`config.mk`:
```
export PLATFORM = sky130hd
export DESIGN_NAME = ifu_inv_ctl
export DESIGN_NICKNAME = d
export VERILOG_FILES = /design/src/icv_pkg.sv /design/src/cpx_inv_decode.sv /design/src/ld_index_table.sv /design/src/icv_update_ctl.sv /design/src/ifu_inv_ctl.sv
export VERILOG_INCLUDE_DIRS = /design/src /design/src/src
export SDC_FILE = /design/constraint.sdc
export NUM_CORES = 1
export LEC_CHECK = 0
export BUFFER_PORTS_ARGS = -buffer_cell sky130_fd_sc_hd__buf_4
export CAP_MARGIN = 20
export CORE_AREA = 2 2 98 100
export CTS_BUF_LIST = sky130_fd_sc_hd__clkbuf_8
export DETAILED_ROUTE_END_ITERATION = 8
export DIE_AREA = 0 0 100 102
export SYNTH_ARGS = -nofsm -noshare
export SYNTH_HDL_FRONTEND = slang
export SYNTH_SLANG_ARGS = --single-unit
```
`constraint.sdc`:
```
create_clock -name rclk -period 2.2 [get_ports rclk]
set_clock_uncertainty 0.15 [all_clocks]
set_input_delay 0 -clock rclk [delete_from_list [all_inputs] [get_ports rclk]]
set_output_delay 0 -clock rclk [all_outputs]
set_load 0.02 [all_outputs]
```
`src/icv_settings.svh`:
```
// icv update controller settings
// icache index geometry, core, thread and way counts
// cpx return-type codes as {valid, rtntyp}
`ifndef ICV_SETTINGS_SVH
`define ICV_SETTINGS_SVH

// --------------------------------------------------
// icache index geometry
// --------------------------------------------------
// top bit of the icache index
`define IC_IDX_HI 11
// icv write index, bits 11 down to 5
`define IC_IDX_SZ 7
// invalidate line index, bits 11 down to 6
`define INV_IDX_SZ 6

// --------------------------------------------------
// system size
// --------------------------------------------------
// cores sharing the cpx invalidate vector
`define NUM_CORES 8
// threads per core, one saved load index each
`define NUM_THREADS 4
// icache associativity
`define NUM_WAYS 4

// --------------------------------------------------
// cpx return types, valid bit then 4-bit type
// --------------------------------------------------
`define CPX_LDPKT    5'b10000
`define CPX_IFILLPKT 5'b10001
`define CPX_EVPKT    5'b10011
`define CPX_STRPKT   5'b10100
`define CPX_STRMACK  5'b10110

`endif

```
`src/icv_pkg.sv`:
```
// icv package
// index, way, thread and core vector types
// cpx return packet and the per-core decode result
`include "icv_settings.svh"

package icv_pkg;

   // --------------------------------------------------
   // plain vectors
   // --------------------------------------------------
   // icache index, bits 11..5
   typedef logic [`IC_IDX_HI:`IC_IDX_HI-`IC_IDX_SZ+1] ic_index_t;
   // invalidate line index, bits 11..6
   typedef logic [`IC_IDX_HI:`IC_IDX_HI-`INV_IDX_SZ+1] inv_index_t;

   typedef logic [$clog2(`NUM_WAYS)-1:0] way_t;
   typedef logic [`NUM_WAYS-1:0] way_dec_t;
   typedef logic [$clog2(`NUM_THREADS)-1:0] thread_id_t;
   typedef logic [$clog2(`NUM_CORES)-1:0] core_id_t;

   // one enable per 32B group, group = {idx[6], word}
   typedef logic [3:0] word_en_t;
   // bit 4*group + way
   typedef logic [4*`NUM_WAYS-1:0] icv_wren_t;

   // --------------------------------------------------
   // cpx packet
   // --------------------------------------------------
   // one core's entry in a word invalidate vector
   typedef struct packed {
      logic vld;
      way_t way;
   } inv_entry_t;

   typedef struct packed {
      logic                          valid;
      logic [3:0]                    rtntyp;
      // load hit the icache, ld_way is meaningful
      logic                          wyvld;
      way_t                          ld_way;
      thread_id_t                    thrid;
      // invalidate all ways of the line
      logic                          iinv;
      logic                          invpa5;
      inv_index_t                    inv_idx;
      inv_entry_t [`NUM_CORES-1:0]   inv_word0;
      inv_entry_t [`NUM_CORES-1:0]   inv_word1;
   } cpx_pkt_t;

   // --------------------------------------------------
   // decode result for this core
   // --------------------------------------------------
   typedef struct packed {
      logic       ld_inv;
      logic       imiss_rtn;
      // store ack, evict or stream-store ack
      logic       st_ev;
      logic       iinv;
      logic       invpa5;
      logic       word0_inv;
      logic       word1_inv;
      way_t       word0_way;
      way_t       word1_way;
      way_t       ld_way;
      thread_id_t thrid;
      inv_index_t inv_idx;
   } inv_info_t;

endpackage

```
`src/cpx_inv_decode.sv`:
```
// cpx return packet decode
// return type compare, this core's invalidate entries,
// pass-through of thread, index and load way
`timescale 1ns/1ps
`include "icv_settings.svh"

module cpx_inv_decode
   import icv_pkg::*;
(
   input  cpx_pkt_t  cpx_pkt,
   input  core_id_t  cpuid,
   output inv_info_t inv_info
);

   // --------------------------------------------------
   // return type
   // --------------------------------------------------
   logic [4:0] rtn;
   logic       ldpkt;
   logic       ifillpkt;
   logic       evpkt;
   logic       stpkt;
   logic       strmack;

   // this core's slice of each word vector
   inv_entry_t word0_ent;
   inv_entry_t word1_ent;

   // valid bit folds into the compare, idle packet matches nothing
   assign rtn = {cpx_pkt.valid, cpx_pkt.rtntyp};

   assign ldpkt    = (rtn == `CPX_LDPKT);
   assign ifillpkt = (rtn == `CPX_IFILLPKT);
   assign evpkt    = (rtn == `CPX_EVPKT);
   assign stpkt    = (rtn == `CPX_STRPKT);
   assign strmack  = (rtn == `CPX_STRMACK);

   // --------------------------------------------------
   // per-core invalidate vector
   // --------------------------------------------------
   // 8:1 pick by core id, both words
   assign word0_ent = cpx_pkt.inv_word0[cpuid];
   assign word1_ent = cpx_pkt.inv_word1[cpuid];

   // --------------------------------------------------
   // decode result
   // --------------------------------------------------
   always_comb begin
      // load that hit the icache, must drop the line
      inv_info.ld_inv    = ldpkt & cpx_pkt.wyvld;
      inv_info.imiss_rtn = ifillpkt;

      // any of the three invalidating acks
      inv_info.st_ev     = stpkt | evpkt | strmack;

      // invalidate-all is only defined on store acks
      inv_info.iinv      = stpkt & cpx_pkt.iinv;
      inv_info.invpa5    = cpx_pkt.invpa5;

      // word 0 covers pa[5]=0, word 1 pa[5]=1
      inv_info.word0_inv = word0_ent.vld;
      inv_info.word1_inv = word1_ent.vld;
      inv_info.word0_way = word0_ent.way;
      inv_info.word1_way = word1_ent.way;

      // straight from the packet
      inv_info.ld_way    = cpx_pkt.ld_way;
      inv_info.thrid     = cpx_pkt.thrid;
      inv_info.inv_idx   = cpx_pkt.inv_idx;
   end

endmodule

```
`src/ld_index_table.sv`:
```
// load index table
// one saved icache index per thread, written on load issue,
// read combinationally by the returning packet's thread
`timescale 1ns/1ps
`include "icv_settings.svh"

module ld_index_table
   import icv_pkg::*;
(
   input  logic       rclk,
   input  logic       rst_n,
   input  ic_index_t  ld_idx,
   input  logic       ld_vld,
   input  thread_id_t ld_tid,
   input  thread_id_t rd_tid,
   output ic_index_t  ld_inv_idx
);

   // one entry per thread
   ic_index_t ld_idx_tbl [`NUM_THREADS];

   // one-hot write select from the issuing thread
   logic [`NUM_THREADS-1:0] wr_sel;

   // --------------------------------------------------
   // write side
   // --------------------------------------------------
   always_comb begin
      wr_sel = '0;
      if (ld_vld) begin
         wr_sel[ld_tid] = 1'b1;
      end
   end

   // entry visible to the read port from the next cycle
   always_ff @(posedge rclk) begin
      if (!rst_n) begin
         for (int t = 0; t < `NUM_THREADS; t++) begin
            ld_idx_tbl[t] <= '0;
         end
      end else begin
         for (int t = 0; t < `NUM_THREADS; t++) begin
            if (wr_sel[t]) begin
               ld_idx_tbl[t] <= ld_idx;
            end
         end
      end
   end

   // --------------------------------------------------
   // read side
   // --------------------------------------------------
   // index of the load now coming back on cpx
   assign ld_inv_idx = ld_idx_tbl[rd_tid];

endmodule

```
`src/icv_update_ctl.sv`:
```
// icv update control
// way select, word enables, 16-bit write enable with invalidate-all,
// write index mux, invalidate request with stall hold, asi way
`timescale 1ns/1ps
`include "icv_settings.svh"

module icv_update_ctl
   import icv_pkg::*;
(
   input  logic      rclk,
   input  logic      rst_n,
   input  inv_info_t inv_info,
   input  ic_index_t ld_inv_idx,
   input  way_t      wrway,
   input  ic_index_t ifill_idx,
   input  logic      ifq_adv,
   input  logic      asi_req,
   input  logic      bist_wr,
   output ic_index_t icv_wrindex,
   output icv_wren_t icv_wren,
   output way_dec_t  dec_wrway,
   output logic      inv_req,
   output logic      inv_pending,
   output way_t      asi_way
);

   // held state, recirculates while ifq stalls
   way_t [1:0] way_f;
   word_en_t   wen_f;
   logic       inv_f;

   // packet word info, index 0/1 = word 0/1
   logic [1:0] word_inv;
   way_t [1:0] word_way;

   way_t [1:0] way_sel;
   logic       wr_req;
   logic       pick_wr;
   logic       invall;
   word_en_t   wen_new;
   word_en_t   wen_bf;
   logic       inv_new;
   logic       inv_bf;
   logic       sel_wr;
   logic       sel_ld;

   // 2-bit way to one-hot
   function automatic way_dec_t dec_way(input way_t way);
      way_dec_t dec;
      dec = '0;
      dec[way] = 1'b1;
      return dec;
   endfunction

   assign word_inv = {inv_info.word1_inv, inv_info.word0_inv};
   assign word_way = {inv_info.word1_way, inv_info.word0_way};

   // ifill, asi or bist write of the valid array
   assign wr_req  = inv_info.imiss_rtn | asi_req | bist_wr;
   // bist runs alone, no need to wait for advance
   assign pick_wr = (inv_info.imiss_rtn | asi_req) & ifq_adv | bist_wr;

   // --------------------------------------------------
   // way select per word
   // --------------------------------------------------
   always_comb begin
      for (int w = 0; w < 2; w++) begin
         if (pick_wr) begin
            way_sel[w] = wrway;
         end else if (!ifq_adv) begin
            way_sel[w] = way_f[w];
         end else if (inv_info.ld_inv) begin
            // load hit, same way for both words
            way_sel[w] = inv_info.ld_way;
         end else begin
            way_sel[w] = word_way[w];
         end
      end
   end

   // tag write way
   assign dec_wrway = dec_way(wrway);

   // --------------------------------------------------
   // word enables, group g = {idx[6], word}
   // --------------------------------------------------
   always_comb begin
      logic [1:0] grp;
      wen_new = '0;
      for (int g = 0; g < 4; g++) begin
         grp = 2'(g);
         wen_new[g] = (inv_info.st_ev & word_inv[grp[0]] &
                       (inv_info.inv_idx[6] == grp[1])) |
                      (inv_info.ld_inv & (ld_inv_idx[6:5] == grp)) |
                      (wr_req & (ifill_idx[6:5] == grp));
      end
   end

   assign wen_bf = ifq_adv ? wen_new : wen_f;

   // --------------------------------------------------
   // final write enable
   // --------------------------------------------------
   // store with iinv clears every way of the 32B half
   assign invall = inv_info.iinv & ifq_adv;

   always_comb begin
      logic [1:0] grp;
      logic       all_hit;
      for (int g = 0; g < 4; g++) begin
         grp = 2'(g);
         all_hit = invall & (inv_info.invpa5 == grp[0]) &
                   (inv_info.inv_idx[6] == grp[1]);
         // even groups take word 0 way, odd groups word 1
         icv_wren[g*`NUM_WAYS +: `NUM_WAYS] =
            (dec_way(way_sel[grp[0]]) & {`NUM_WAYS{wen_bf[g]}}) |
            {`NUM_WAYS{all_hit}};
      end
   end

   // --------------------------------------------------
   // write index
   // --------------------------------------------------
   // stalled writes keep pointing at the ifill index
   assign sel_wr = wr_req | ~ifq_adv;
   assign sel_ld = inv_info.ld_inv & ifq_adv;

   always_comb begin
      if (sel_wr) begin
         icv_wrindex = ifill_idx;
      end else if (sel_ld) begin
         icv_wrindex = ld_inv_idx;
      end else begin
         // line invalidate, both 32B halves share bit 5 = 0
         icv_wrindex = {inv_info.inv_idx, 1'b0};
      end
   end

   // --------------------------------------------------
   // invalidate request
   // --------------------------------------------------
   assign inv_new = inv_info.st_ev & (|word_inv | inv_info.iinv) |
                    inv_info.ld_inv;
   assign inv_bf  = ifq_adv ? inv_new : inv_f;

   // bist auto-invalidates
   assign inv_req     = inv_bf | bist_wr;
   assign inv_pending = inv_new;

   // --------------------------------------------------
   // held registers and asi way
   // --------------------------------------------------
   always_ff @(posedge rclk) begin
      if (!rst_n) begin
         way_f   <= '0;
         wen_f   <= '0;
         inv_f   <= 1'b0;
         asi_way <= '0;
      end else begin
         way_f   <= ifq_adv ? way_sel : way_f;
         wen_f   <= wen_bf;
         inv_f   <= inv_bf;
         // asi readback of the written way, one cycle later
         asi_way <= wrway;
      end
   end

endmodule

```
`src/ifu_inv_ctl.sv`:
```
// icache invalidate control, top level
// cpx decode, per-thread load index table and icv update control
`timescale 1ns/1ps
`include "icv_settings.svh"

module ifu_inv_ctl
   import icv_pkg::*;
(
   input  logic       rclk,
   input  logic       rst_n,
   input  core_id_t   cpuid,
   input  cpx_pkt_t   cpx_pkt,
   input  way_t       wrway,
   input  ic_index_t  ifill_idx,
   input  ic_index_t  ld_idx,
   input  logic       ld_vld,
   input  thread_id_t ld_tid,
   input  logic       ifq_adv,
   input  logic       asi_req,
   input  logic       bist_wr,
   output ic_index_t  icv_wrindex,
   output icv_wren_t  icv_wren,
   output way_dec_t   dec_wrway,
   output logic       inv_req,
   output logic       inv_pending,
   output way_t       asi_way
);

   // decoded packet for this core
   inv_info_t inv_info;
   // saved load index of the returning thread
   ic_index_t ld_inv_idx;

   // --------------------------------------------------
   // packet decode
   // --------------------------------------------------
   cpx_inv_decode i_decode (
      .cpx_pkt  (cpx_pkt),
      .cpuid    (cpuid),
      .inv_info (inv_info)
   );

   // --------------------------------------------------
   // load index per thread
   // --------------------------------------------------
   ld_index_table i_ld_table (
      .rclk       (rclk),
      .rst_n      (rst_n),
      .ld_idx     (ld_idx),
      .ld_vld     (ld_vld),
      .ld_tid     (ld_tid),
      .rd_tid     (inv_info.thrid),
      .ld_inv_idx (ld_inv_idx)
   );

   // --------------------------------------------------
   // icv update
   // --------------------------------------------------
   icv_update_ctl i_update (
      .rclk        (rclk),
      .rst_n       (rst_n),
      .inv_info    (inv_info),
      .ld_inv_idx  (ld_inv_idx),
      .wrway       (wrway),
      .ifill_idx   (ifill_idx),
      .ifq_adv     (ifq_adv),
      .asi_req     (asi_req),
      .bist_wr     (bist_wr),
      .icv_wrindex (icv_wrindex),
      .icv_wren    (icv_wren),
      .dec_wrway   (dec_wrway),
      .inv_req     (inv_req),
      .inv_pending (inv_pending),
      .asi_way     (asi_way)
   );

endmodule

```
### After elaboration in Yosys (flattened, before gate mapping)

Memory sizes are Yosys's and may differ from the RTL's.
Cells that the tools add are included.

* register bits: 11
* RAM bits: 28
* input bits: 93
* output and inout port bits: 31
* logic and storage cells: 131
* memories: 1

* magnitude comparators: 9
* equality and inequality tests: 11
* multiplexer cells: 40
* bitwise logic cells: 58
* reductions and logical operators: 7

Memories
* i_ld_table.ld_idx_tbl: depth 4, width 7, rd ports 1, clocked after Yosys merged registers in 0, wr ports 4, RTL line ld_index_table.sv:20 `` ic_index_t ld_idx_tbl [`NUM_THREADS]; ``

Operator list (count)
* 2-to-1 mux 7 bit: 6
* AND 1 bit: 26
* equality test 5 bit (second input constant): 5
* OR 1 bit: 21
* binary-select mux 3 bit (select 3 bit): 2
* 2-to-1 mux 1 bit: 18
* AND 4 bit: 4
* OR 4 bit: 4
* < comparator 2 x 3 -> 1 bit (second input constant): 4
* 2-to-1 mux 2 bit: 6
* demux 1 bit (select 2 bit): 4
* equality test 2 bit (second input constant): 4
* >= comparator 2 x 1 -> 1 bit (second input constant): 4
* 2-to-1 mux 4 bit: 2
* 2-to-1 mux 3 bit: 2
* equality test 2 x 1 -> 1 bit (second input constant): 2
* logical AND 1 bit: 4
* zero test 2 bit: 2
* < comparator 3 x 4 -> 1 bit (second input constant): 1
* NOT 1 bit: 3
* OR reduction 2 bit: 1

### Logic depth before layout (Yosys ltp)

Gate-level depths: netlist of the first run.

* word-level depth: 11
* mapped depth: 7
* depth with buffers taken out: 5

### Modules after synthesis

Synthesis of the first run repeated with hierarchy kept, for this count alone.

* cells, all modules: 251
* area total of the unflattened synthesis: 2795.2 um^2

By module, submodules not included
* ld_index_table: instances 1, cells an instance 76, area an instance 1263.7 um^2, seq. area each 840.8 um^2
* icv_update_ctl: instances 1, cells an instance 133, area an instance 980.9 um^2, seq. area each 220.2 um^2
* cpx_inv_decode: instances 1, cells an instance 42, area an instance 550.5 um^2, seq. area each 0.0 um^2

### Least setup slack after synthesis of the first run

No wires, ideal clock.

* kind: reg-to-output
* start point: memory i_ld_table.ld_idx_tbl[3][1] (netlist bit)
* end point: output icv_wren[0]
* arrival: 1.812 ns
* setup slack: 0.238 ns
* cell stages (with the launch flop): 5
* path buffers: 0
* path through: edfxtp_1 -> mux4_2 -> o31ai_1 -> o32ai_2 -> o31ai_1

* longest elaborated chain between the ends: 8

Ends and longest elaborated chain
* from (decl): RTL line ld_index_table.sv:20
* memory read (4 x 7 bit)
* zero test 2 bit: RTL line icv_update_ctl.sv:94 `(inv_info.ld_inv & (ld_inv_idx[6:5] == grp)) |`
* AND 1 bit: RTL line icv_update_ctl.sv:94
* OR 1 bit: RTL line icv_update_ctl.sv:93 `(inv_info.inv_idx[6] == grp[1])) |`
* OR 1 bit: RTL line icv_update_ctl.sv:94
* 2-to-1 mux 4 bit: RTL line icv_update_ctl.sv:99 `assign wen_bf = ifq_adv ? wen_new : wen_f;`
* AND 4 bit: RTL line icv_update_ctl.sv:116 `` (dec_way(way_sel[grp[0]]) & {`NUM_WAYS{wen_bf[g]}}) | ``
* OR 4 bit: RTL line icv_update_ctl.sv:116
* to (decl): RTL line ifu_inv_ctl.sv:22 `output icv_wren_t icv_wren,`

No other way between the ends.

### Worst setup path in the final report of the first run

* start point: memory i_ld_table.ld_idx_tbl[3][1] (netlist bit)
* end point: output icv_wren[1]

Same word-level chain as after synthesis.

==> results of run 1 <==
## per-layer routing
layer,vias to the layer above,part of all wire [%],GRT usage [%]
met5,-,0,0
met4,0,0.97,3.48
met3,11,7.6,2.87
met2,114,51,27.5
met1,1211,41,18.2
li1,1293,-,-
## registers in the layout, indices dropped and copies added, names as in the netlist
signal                 flops
i_update.wen_f             4
i_update.way_f             4
i_update.asi_way           2
i_ld_table.ld_idx_tbl     28
i_update.inv_f             1
## power by group through the flow
stage	Combinational, W	Clock, W	Sequential, W
4_1_cts	0.000586	0.000697	0.000854
5_1_grt	0.000635	0.000734	0.000859
3_5_place_dp	0.000556	0	0.000871
6_report	0.000588	0.000689	0.000854
2_1_floorplan	0.000291	0	0.000868
3_3_place_gp	0.000550	0	0.000868
## worst max-delay path: cells and delay by family, from the launching register on
kind	cells	cell delay, ps
multiplexers	1	540
flip-flops	1	360
AO/OA/AOI/OAI	3	680
buffers and inverters	1	190
## cells in the final DEF (no fill, tap or decap), drive strengths merged, types with 2 or more instances in the layout
master	instances
buf	134
o32ai	3
nand2	15
o31ai	18
a211o	5
inv	8
a211oi	4
nor2b	8
nand3	11
dfxtp	11
bufinv	2
and3	2
and2	32
a21o	2
a21oi	4
nor2	14
nor3b	2
a22oi	13
edfxtp	28
dlygate4sd3	13
clkbuf	5
mux2i	25
mux4	9
o21ai	17
nor3	9
## metrics by stage
| step | total power [W] | area [sq um] | util [%] |
|---|---|---|---|
| after global routing | 0.00223 | 4090 | 44.9 |
| after CTS | 0.00214 | 4070 | 44.7 |
| final | 0.00213 | 4090 | 44.9 |
| after global placement | 0.00142 | 3770 | 41.4 |
| after floorplan | 0.00116 | 2700 | - |
| after detailed placement | 0.00143 | 3770 | 41.4 |
## cell families (layout without fill, tap and decap cells)
family | after synthesis | in the layout | synth area share (%)
multiplexers | 34 | 34 | 16.8
AND/OR/NAND/NOR | 99 | 99 | 21.0
AO/OA/AOI/OAI | 71 | 71 | 19.6
buffers and inverters | 18 | 162 | 3.29
flip-flops | 39 | 39 | 39.3
## final cells by class
class / count / share of cell area [%]
clock buffers: 5 / 1.68
well taps: 111 / 3.39
multi-input cells: 204 / 39.0
repair buffers: 147 / 27.8
clock inverters: 3 / 1.56
flip-flops and latches: 39 / 25.9
inverters: 7 / 0.642
## path summary, 6_finish.rpt
| check | depth (start not counted) | slack, ps | endpoint |
|---|---|---|---|
| max | 5 | 7 | icv_wren[1] |
| min reg2reg | 2 | 380 | i_update.way_f[0]$_SDFFE_PN0P_ |
| max reg2reg | 5 | 410 | i_update.wen_f[3]$_SDFF_PN0_ |
| min | 3 | 50 | i_update.way_f[0]$_SDFFE_PN0P_ |
## timing repair
item,in CTS,in global routing
hold endpoints to repair,39,0
pin swaps,1,7
hold buffers,13,0
buffers inserted,2,0
gates resized for setup,6,4
setup endpoints to repair,12,16
==> run_results.csv, run 1 <==
group,metric,value,unit
drt,wire_per_inst,15.3,microns
sta,slew_headroom,61.3,%
die,die_w,100,microns
yosys,synthArstFlopShare,0,%
yosys,synth_area_leader_cell,"edfxtp_1",
power,p_leak,1.82,nW
layout,final_cells,516,
sta,drv_slew,0,
critical_path,path_max_fanout,5,
drt,first_pass_iters,4,
hold_path,min_from,"ifq_adv",
yosys,synthCells,261,
power,pwr-share-clk,32.3,%
power,seqPwrFrac,40.1,%
job,max_cap_violations,0,
cts,clockRootBuffer,"clkbuf_8",
sta,post-route-min-period,2190,ps
grt,grt_max_degree,28,
yosys,yosys_warnings,0,
layout,diodes,0,
yosys,synth_area,2700,sq um
critical_path,worstPathArrival,2040,ps
yosys,synthFlopType,"edfxtp_1",
placed_design,place_hpwl,6190,microns
placed_design,dp.cells,494,
power,p_sw,0.000543,W
critical_path,startpoint,"i_ld_table.ld_idx_tbl[3][1]$_SDFFCE_PN0P_",
yosys,synth.avg_cell_area,10.3,sq um
grt,first_global_vias,2448,
drt,wl,7900,microns
cts,cts_tree,"done",
yosys,synth_nets,354,
critical_path,required,2050,ps
critical_path,worstSetupPathType,"flip-flop to output port",
sta,final_hold_viol_count,0,
layout,drive_gt1_share,41.7,%
cts,htree_levels,2,
layout,fillCellCount,873,
critical_path,cp-end-kind,"output port",
sta,rsz0062_at_grt,"yes",
grt,grt_antenna_before_repair,0,
sta,max_freq,456,MHz
sta,setup_ws,6.77,ps
yosys,synth_most_common_cell,"and2_1",
yosys,synthTopCellsByArea,"edfxtp_1 31%, mux2i_1 9.3%, dfxtp_1 8.2%",
yosys,yosysUniqueCellTypes,39,
critical_path,cp-start-kind,"flip-flop",
critical_path,r2r-start,"i_ld_table.ld_idx_tbl[3][0]$_SDFFCE_PN0P_",
drt,ant_nets,0,
drt,vias,2629,
power,p_sw_share,25.5,%
drt,drc,0,
sta,period_share,99.7,%
die,rows,35,
yosys,ys_seq_area_share,39.3,%
die,die_area,10200,sq um
hold_path,hold_path.class,"primary input to flip-flop",
critical_path,max_stage_delay,540,ps
power,intPower,0.00159,W
outcome,status,"complete, no violations",
sta,final.setup.tns,0,ps
cts,clk_path_buf_depth,2,
layout,multi_input_area,1600,sq um
layout,area_growth_syn_to_layout,51.7,%
cts,numCtsBuffers,5,
grt,gr-total-overflow,0,
drt,vias_per_cell,5.09,
layout,regArea,1060,sq um
die,start_util,29.6,%
cts,clk_pin_slew,70,ps
yosys,ys_ff_latch,39,
power,ir_drop,395,uV
die,die_h,102,microns
power,p_per_area,521,nW/um^2
placed_design,gp_congestion,0.754,
yosys,netlist.area_leader.share,31.2,%
layout,final_net_count,497,
sta,final-setup-viol-count,0,
cts,clock-sinks,39,
die,core-area,9110,sq um
critical_path,path_cells,"mux4_2, o31ai_2, o32ai_2, o31ai_1, buf_4",
drt,drt_first_iter_violations,106,
grt,grt_pass1_wl,12100,microns
yosys,synth_commonest_cells,"32 x and2_1, 28 x edfxtp_1, 25 x mux2i_1",
cts,clk_latency,280,ps
die,pin_count,124,
placed_design,dp_slack,251,ps
placed_design,numPortBuffers,123,
sta,tightest_slew,577,ps
sta,holdWs,49.7,ps
critical_path,slowest_stage,"mux4_2",
power,pwr-share-comb,27.6,%
yosys,synth_edf_count,28,
grt,track_usage,15.0,%
(Power assumes the default switching activity.)
==> inputs of run 2 (changes only) <==
--- a/config.mk
+++ b/config.mk
@@ -8,10 +8,11 @@
 export LEC_CHECK = 0
 export BUFFER_PORTS_ARGS = -buffer_cell sky130_fd_sc_hd__buf_4
 export CAP_MARGIN = 20
-export CORE_AREA = 2 2 98 100
+export CORE_AREA = 2 2 80 82
 export CTS_BUF_LIST = sky130_fd_sc_hd__clkbuf_8
 export DETAILED_ROUTE_END_ITERATION = 8
-export DIE_AREA = 0 0 100 102
+export DIE_AREA = 0 0 82 84
+export PLACE_DENSITY = 0.77
 export SYNTH_ARGS = -nofsm -noshare
 export SYNTH_HDL_FRONTEND = slang
 export SYNTH_SLANG_ARGS = --single-unit
==> run 2 against run 1 <==
Against the previous run: the run now ends with negative setup slack left; wire length is 2.0% higher; count of clock-buffer cells in the layout stayed put; sequential power hardly changed; critical path depth stayed put; hold slack better by 23 ps; die area is 32% lower; final cell count is 6.6% lower; critical path type unchanged; critical endpoint is now icv_wren[3].
==> run_results.csv, run 2 (same netlist as run 1, synthesis figures left out) <==
group,metric,value,unit
hold_path,min_to,"i_update.way_f[1]$_SDFFE_PN0P_",
sta,tightest_slew,724,ps
grt,track_usage,23.0,%
critical_path,worstPathArrival,2180,ps
cts,htree_levels,2,
critical_path,max_stage_delay,560,ps
die,pin_count,124,
layout,layout_commonest_cell,"buf_4",
sta,final.setup.tns,-527,ps
hold_path,hold_path.class,"primary input to flip-flop",
sta,final-setup-viol-count,12,
die,rows,29,
grt,grt_max_degree,28,
critical_path,r2r-start,"i_ld_table.ld_idx_tbl[3][1]$_SDFFCE_PN0P_",
die,die_area,6890,sq um
critical_path,reg2reg_depth,6,
drt,first_pass_iters,4,
cts,numCtsBuffers,5,
cts,clock-sinks,39,
die,start_util,44.3,%
outcome,violations,"negative setup slack",
layout,largest_register_ff_count,28,
sta,final_hold_viol_count,0,
drt,vias_per_cell,5.50,
critical_path,path_max_fanout,5,
grt,first_global_vias,2644,
sta,period_share,106,%
layout,area_growth_syn_to_layout,53.7,%
sta,drv_slew,0,
cts,cts_tree,"done",
critical_path,crit_family,"compound AO/OA/AOI/OAI gates",
sta,slew_headroom,51.4,%
sta,holdWs,73.2,ps
drt,wl,8070,microns
die,die_h,84,microns
critical_path,required,2050,ps
drt,vias,2652,
grt,grt_pass1_wl,12300,microns
job,max_cap_violations,0,
layout,final_cell_mix,"130 x buf_4, 32 x and2_1, 28 x edfxtp_1",
power,p_leak,1.83,nW
critical_path,reg2reg_to,"i_update.wen_f[2]$_SDFF_PN0_",
sta,setup_ws,-127,ps
layout,final_net_count,497,
sta,max_freq,430,MHz
drt,drc,0,
cts,clockRootBuffer,"clkbuf_8",
cts,clk_pin_slew,70,ps
layout,largestRegisters,"i_ld_table.ld_idx_tbl: 28 flops, i_update.way_f: 4 flops, i_update.wen_f: 4 flops",
power,p_per_area,499,nW/um^2
critical_path,worstSetupPathType,"flip-flop to output port",
critical_path,cp-start-kind,"flip-flop",
hold_path,min_from,"ifq_adv",
cts,clk_path_buf_depth,2,
sta,rsz0062_at_grt,"yes",
layout,regMostFlops,"i_ld_table.ld_idx_tbl",
critical_path,cp-end-kind,"output port",
layout,diodes,0,
drt,ant_nets,0,
hold_path,min_path_cells,3,
outcome,status,"finished with violations",
layout,drive_gt1_share,44.9,%
critical_path,reg2reg_slack,330,ps
critical_path,worstPathBufferInverterCount,1,
cts,clk_latency,290,ps
critical_path,path_cells,"mux4_2, o31ai_4, o32ai_4, o31ai_1, buf_4",
power,ir_drop,422,uV
placed_design,numPortBuffers,123,
placed_design,place_hpwl,6110,microns
power,total_power,0.00207,W
grt,grt_antenna_before_repair,0,
sta,post-route-min-period,2330,ps
die,core-area,6100,sq um
die,die_w,82,microns
drt,drt_first_iter_violations,139,
grt,gr-total-overflow,0,
drt,wire_per_inst,16.7,microns
placed_design,gp_congestion,0.860,
layout,fillCellCount,482,
critical_path,slowest_stage,"mux4_2",
## run 2: changes by cell type in the layout (fill, tap and decap cells not counted), moves of 2 or more
cell / change
buf_4: -4
a211oi_2: +2
o31ai_4: +4
a211oi_1: -2
o31ai_1: -7
o31ai_2: +3
buf_6: +4
## run 2: per-stage QoR
step,utilization (%),setup slack (ps),area (sq um),std cells
2_1_floorplan,-,238,2700,261
3_3_place_gp,60.8,195,3710,457
4_1_cts,65.8,-97.7,4010,481
5_1_grt,68.0,-158,4150,482
3_5_place_dp,60.8,173,3710,457
6_report,68.0,-127,4150,482
## run 2: per-layer routing
| metal | vias to the layer above | share of wire (%) | track usage (%) |
|---|---|---|---|
| li1 | 1289 | - | - |
| met1 | 1258 | 38 | 27.0 |
| met2 | 94 | 54 | 42.4 |
| met3 | 11 | 6.5 | 3.35 |
| met4 | 0 | 1.5 | 6.36 |
| met5 | - | 0 | 0 |
## run 2: what timing repair did
| item | in CTS | in global routing |
|---|---|---|
| buffers inserted | 3 | 1 |
| gates resized for setup | 7 | 24 |
| gates cloned | 0 | 0 |
| hold buffers | 13 | 0 |
| endpoints found under the setup margin | 12 | 16 |
| pin swaps | 3 | 14 |
| endpoints found under the hold margin | 39 | 0 |
## run 2: power breakdown
group	leakage [nW]	switching [W]	internal, W	total, W
clock	0.0581	0.000243	0.000337	0.000581
sequential	0.367	0.0000174	0.000840	0.000857
combinational	1.40	0.000315	0.000317	0.000632
## run 2: cell type report
cell class	instances	area [sq um]	share of cell area, %
Sequential cell	39	1060	25.6
Timing Repair Buffer	147	1150	27.8
Clock inverter	3	43.8	1.06
Inverter	7	26.3	0.634
Multi-Input combinational cell	204	1700	41.0
Tap cell	77	96.3	2.32
Clock buffer	5	68.8	1.66
## run 2: worst register-to-register path: stages (launching register included)
cell      delay (ps)
edfxtp_1         400
mux4_2           570
inv_2            130
o31ai_4           60
o32ai_2          230
buf_6            180
nor2_1            50
## run 2: how the worst max path moves through the flow
stage                                              startpoint          end  slack [ps]  cells past startpoint
global placement    i_ld_table.ld_idx_tbl[3][1]$_SDFFCE_PN0P_  icv_wren[2]         190                      5
CTS                 i_ld_table.ld_idx_tbl[3][1]$_SDFFCE_PN0P_  icv_wren[2]        -100                      5
detailed placement  i_ld_table.ld_idx_tbl[3][1]$_SDFFCE_PN0P_  icv_wren[2]         170                      5
finish              i_ld_table.ld_idx_tbl[2][0]$_SDFFCE_PN0P_  icv_wren[3]        -130                      5
floorplan           i_ld_table.ld_idx_tbl[3][1]$_SDFFCE_PN0P_  icv_wren[0]         240                      4
global route        i_ld_table.ld_idx_tbl[2][0]$_SDFFCE_PN0P_  icv_wren[3]        -160                      5
==> inputs of run 3 (changes only) <==
--- a/config.mk
+++ b/config.mk
@@ -8,10 +8,10 @@
 export LEC_CHECK = 0
 export BUFFER_PORTS_ARGS = -buffer_cell sky130_fd_sc_hd__buf_4
 export CAP_MARGIN = 20
-export CORE_AREA = 2 2 80 82
+export CORE_AREA = 2 2 102 65
 export CTS_BUF_LIST = sky130_fd_sc_hd__clkbuf_8
 export DETAILED_ROUTE_END_ITERATION = 8
-export DIE_AREA = 0 0 82 84
+export DIE_AREA = 0 0 104 67
 export PLACE_DENSITY = 0.77
 export SYNTH_ARGS = -nofsm -noshare
 export SYNTH_HDL_FRONTEND = slang
==> run 3 against run 2 <==
Against the previous run: register-to-register slack gained 40 ps; largest cell class unchanged; the run still ends with negative setup slack left; maximum frequency grew 2.1%; via count grew 3.9%; clock power shrank 23%.
==> run_results.csv, run 3 (same netlist as run 1, synthesis figures left out) <==
group,metric,value,unit
hold_path,min_to,"i_ld_table.ld_idx_tbl[0][3]$_SDFFCE_PN0P_",
layout,regMostFlops,"i_ld_table.ld_idx_tbl",
job,max_cap_violations,0,
outcome,violations,"negative setup slack",
layout,largestRegisters,"i_ld_table.ld_idx_tbl: 28 flops, i_update.way_f: 4 flops, i_update.wen_f: 4 flops",
power,p_per_area,475,nW/um^2
cts,htree_levels,2,
drt,vias_per_cell,5.58,
sta,final_hold_viol_count,0,
hold_path,min_path_cells,3,
critical_path,reg2reg_depth,6,
die,pin_count,124,
cts,clk_latency,290,ps
critical_path,cp-end-kind,"output port",
power,ir_drop,273,uV
die,die_area,6970,sq um
critical_path,reg2reg_to,"i_update.wen_f[1]$_SDFF_PN0_",
drt,first_pass_iters,5,
sta,drv_slew,0,
layout,area_growth_syn_to_layout,50.6,%
grt,grt_max_degree,28,
layout,layout_commonest_cell,"buf_4",
cts,clk_path_buf_depth,2,
layout,drive_gt1_share,43.2,%
power,total_power,0.00193,W
outcome,status,"finished with violations",
sta,max_freq,439,MHz
drt,wl,8990,microns
die,core-area,5950,sq um
cts,clockRootBuffer,"clkbuf_8",
sta,rsz0062_at_grt,"yes",
layout,final_net_count,503,
critical_path,slowest_stage,"mux4_2",
grt,first_global_vias,2601,
die,die_w,104,microns
grt,grt_antenna_before_repair,0,
sta,tightest_slew,533,ps
sta,final-setup-viol-count,13,
critical_path,reg2reg_slack,370,ps
die,rows,22,
hold_path,min_from,"ld_tid[0]",
critical_path,worstPathArrival,2130,ps
sta,holdWs,78.1,ps
cts,numCtsBuffers,5,
power,p_leak,1.82,nW
critical_path,worstPathBufferInverterCount,1,
die,die_h,67,microns
cts,cts_tree,"done",
layout,diodes,0,
sta,post-route-min-period,2280,ps
critical_path,cp_num_cells,5,
grt,grt_pass1_wl,13900,microns
grt,track_usage,26.0,%
cts,clk_pin_slew,70,ps
placed_design,numPortBuffers,123,
hold_path,hold_path.class,"primary input to flip-flop",
layout,final_cell_mix,"141 x buf_4, 32 x and2_1, 28 x edfxtp_1",
critical_path,worstSetupPathType,"flip-flop to output port",
critical_path,crit_family,"compound AO/OA/AOI/OAI gates",
placed_design,dp_slack,236,ps
sta,setup_ws,-80.4,ps
placed_design,place_hpwl,6890,microns
die,start_util,45.4,%
critical_path,path_max_fanout,5,
drt,drt_first_iter_violations,330,
drt,drc,0,
critical_path,max_stage_delay,540,ps
drt,ant_nets,0,
grt,gr-total-overflow,0,
placed_design,gp_congestion,0.857,
critical_path,cp-start-kind,"flip-flop",
layout,fillCellCount,476,
critical_path,required,2050,ps
critical_path,r2r-start,"i_ld_table.ld_idx_tbl[2][0]$_SDFFCE_PN0P_",
cts,clock-sinks,39,
critical_path,path_cells,"mux4_2, o31ai_2, o32ai_2, o31ai_1, buf_4",
layout,largest_register_ff_count,28,
sta,period_share,104,%
drt,vias,2756,
sta,slew_headroom,64.1,%
drt,wire_per_inst,18.2,microns
-- run 3: area by class of cell --
| type | count | area [sq um] | area share, % |
|---|---|---|---|
| clock buffers | 5 | 68.8 | 1.69 |
| flip-flops and latches | 39 | 1060 | 26.1 |
| well taps | 84 | 105 | 2.59 |
| clock inverters | 2 | 8.76 | 0.216 |
| repair buffers | 153 | 1180 | 29.0 |
| multi-input cells | 204 | 1620 | 39.7 |
| inverters | 7 | 26.3 | 0.647 |
-- run 3: worst register-to-register path: stages, from the launching register on --
cell and delay [ps]:
edfxtp_1 360, mux4_2 560, nand3_4 140, o21ai_1 80, o32ai_2 210, buf_4 180
nor2_1 40
-- run 3: power by group --
| part | internal (W) | total (W) | switching [W] | leakage, nW |
|---|---|---|---|---|
| clock network | 0.000211 | 0.000449 | 0.000238 | 0.0414 |
| registers | 0.000840 | 0.000857 | 0.0000169 | 0.367 |
| logic | 0.000313 | 0.000624 | 0.000311 | 1.41 |
-- run 3: stage by stage --
stage	setup TNS, ps	util (%)	cells	instance area, sq um
final	-311	68.4	494	4060
after global routing	-1290	68.4	494	4060
after CTS	-129	67.3	493	4000
after detailed placement	0	63.5	472	3780
after global placement	0	63.5	472	3780
after floorplan	0	-	261	2700
-- run 3: worst max path at each step --
stage / startpoint / end / slack, ps
2_1_floorplan: i_ld_table.ld_idx_tbl[3][1]$_SDFFCE_PN0P_ / icv_wren[0] / 240
3_3_place_gp: i_ld_table.ld_idx_tbl[2][1]$_SDFFCE_PN0P_ / icv_wren[3] / 280
3_5_place_dp: cpx_pkt[62] / icv_wren[11] / 240
4_1_cts: i_ld_table.ld_idx_tbl[2][1]$_SDFFCE_PN0P_ / icv_wren[4] / -40
5_1_grt: i_ld_table.ld_idx_tbl[3][1]$_SDFFCE_PN0P_ / icv_wren[1] / -130
6_report: i_ld_table.ld_idx_tbl[2][1]$_SDFFCE_PN0P_ / icv_wren[1] / -80
-- run 3: routing by layer --
layer	share of wire, %	track usage, %	wire length (microns)
met5	0	0	0
met4	0.43	4.22	39
met3	10	6.65	935
met2	42	37.3	3760
met1	47	39.5	4260
-- run 3: what timing repair did --
item                                    in CTS  in global routing
buffers inserted                             2                  1
hold buffers                                12                  0
gates cloned                                 0                  0
endpoints found under the setup margin      12                 16
endpoints found under the hold margin       39                  0
resized for setup                            5                  8
pin swaps                                    1                  6
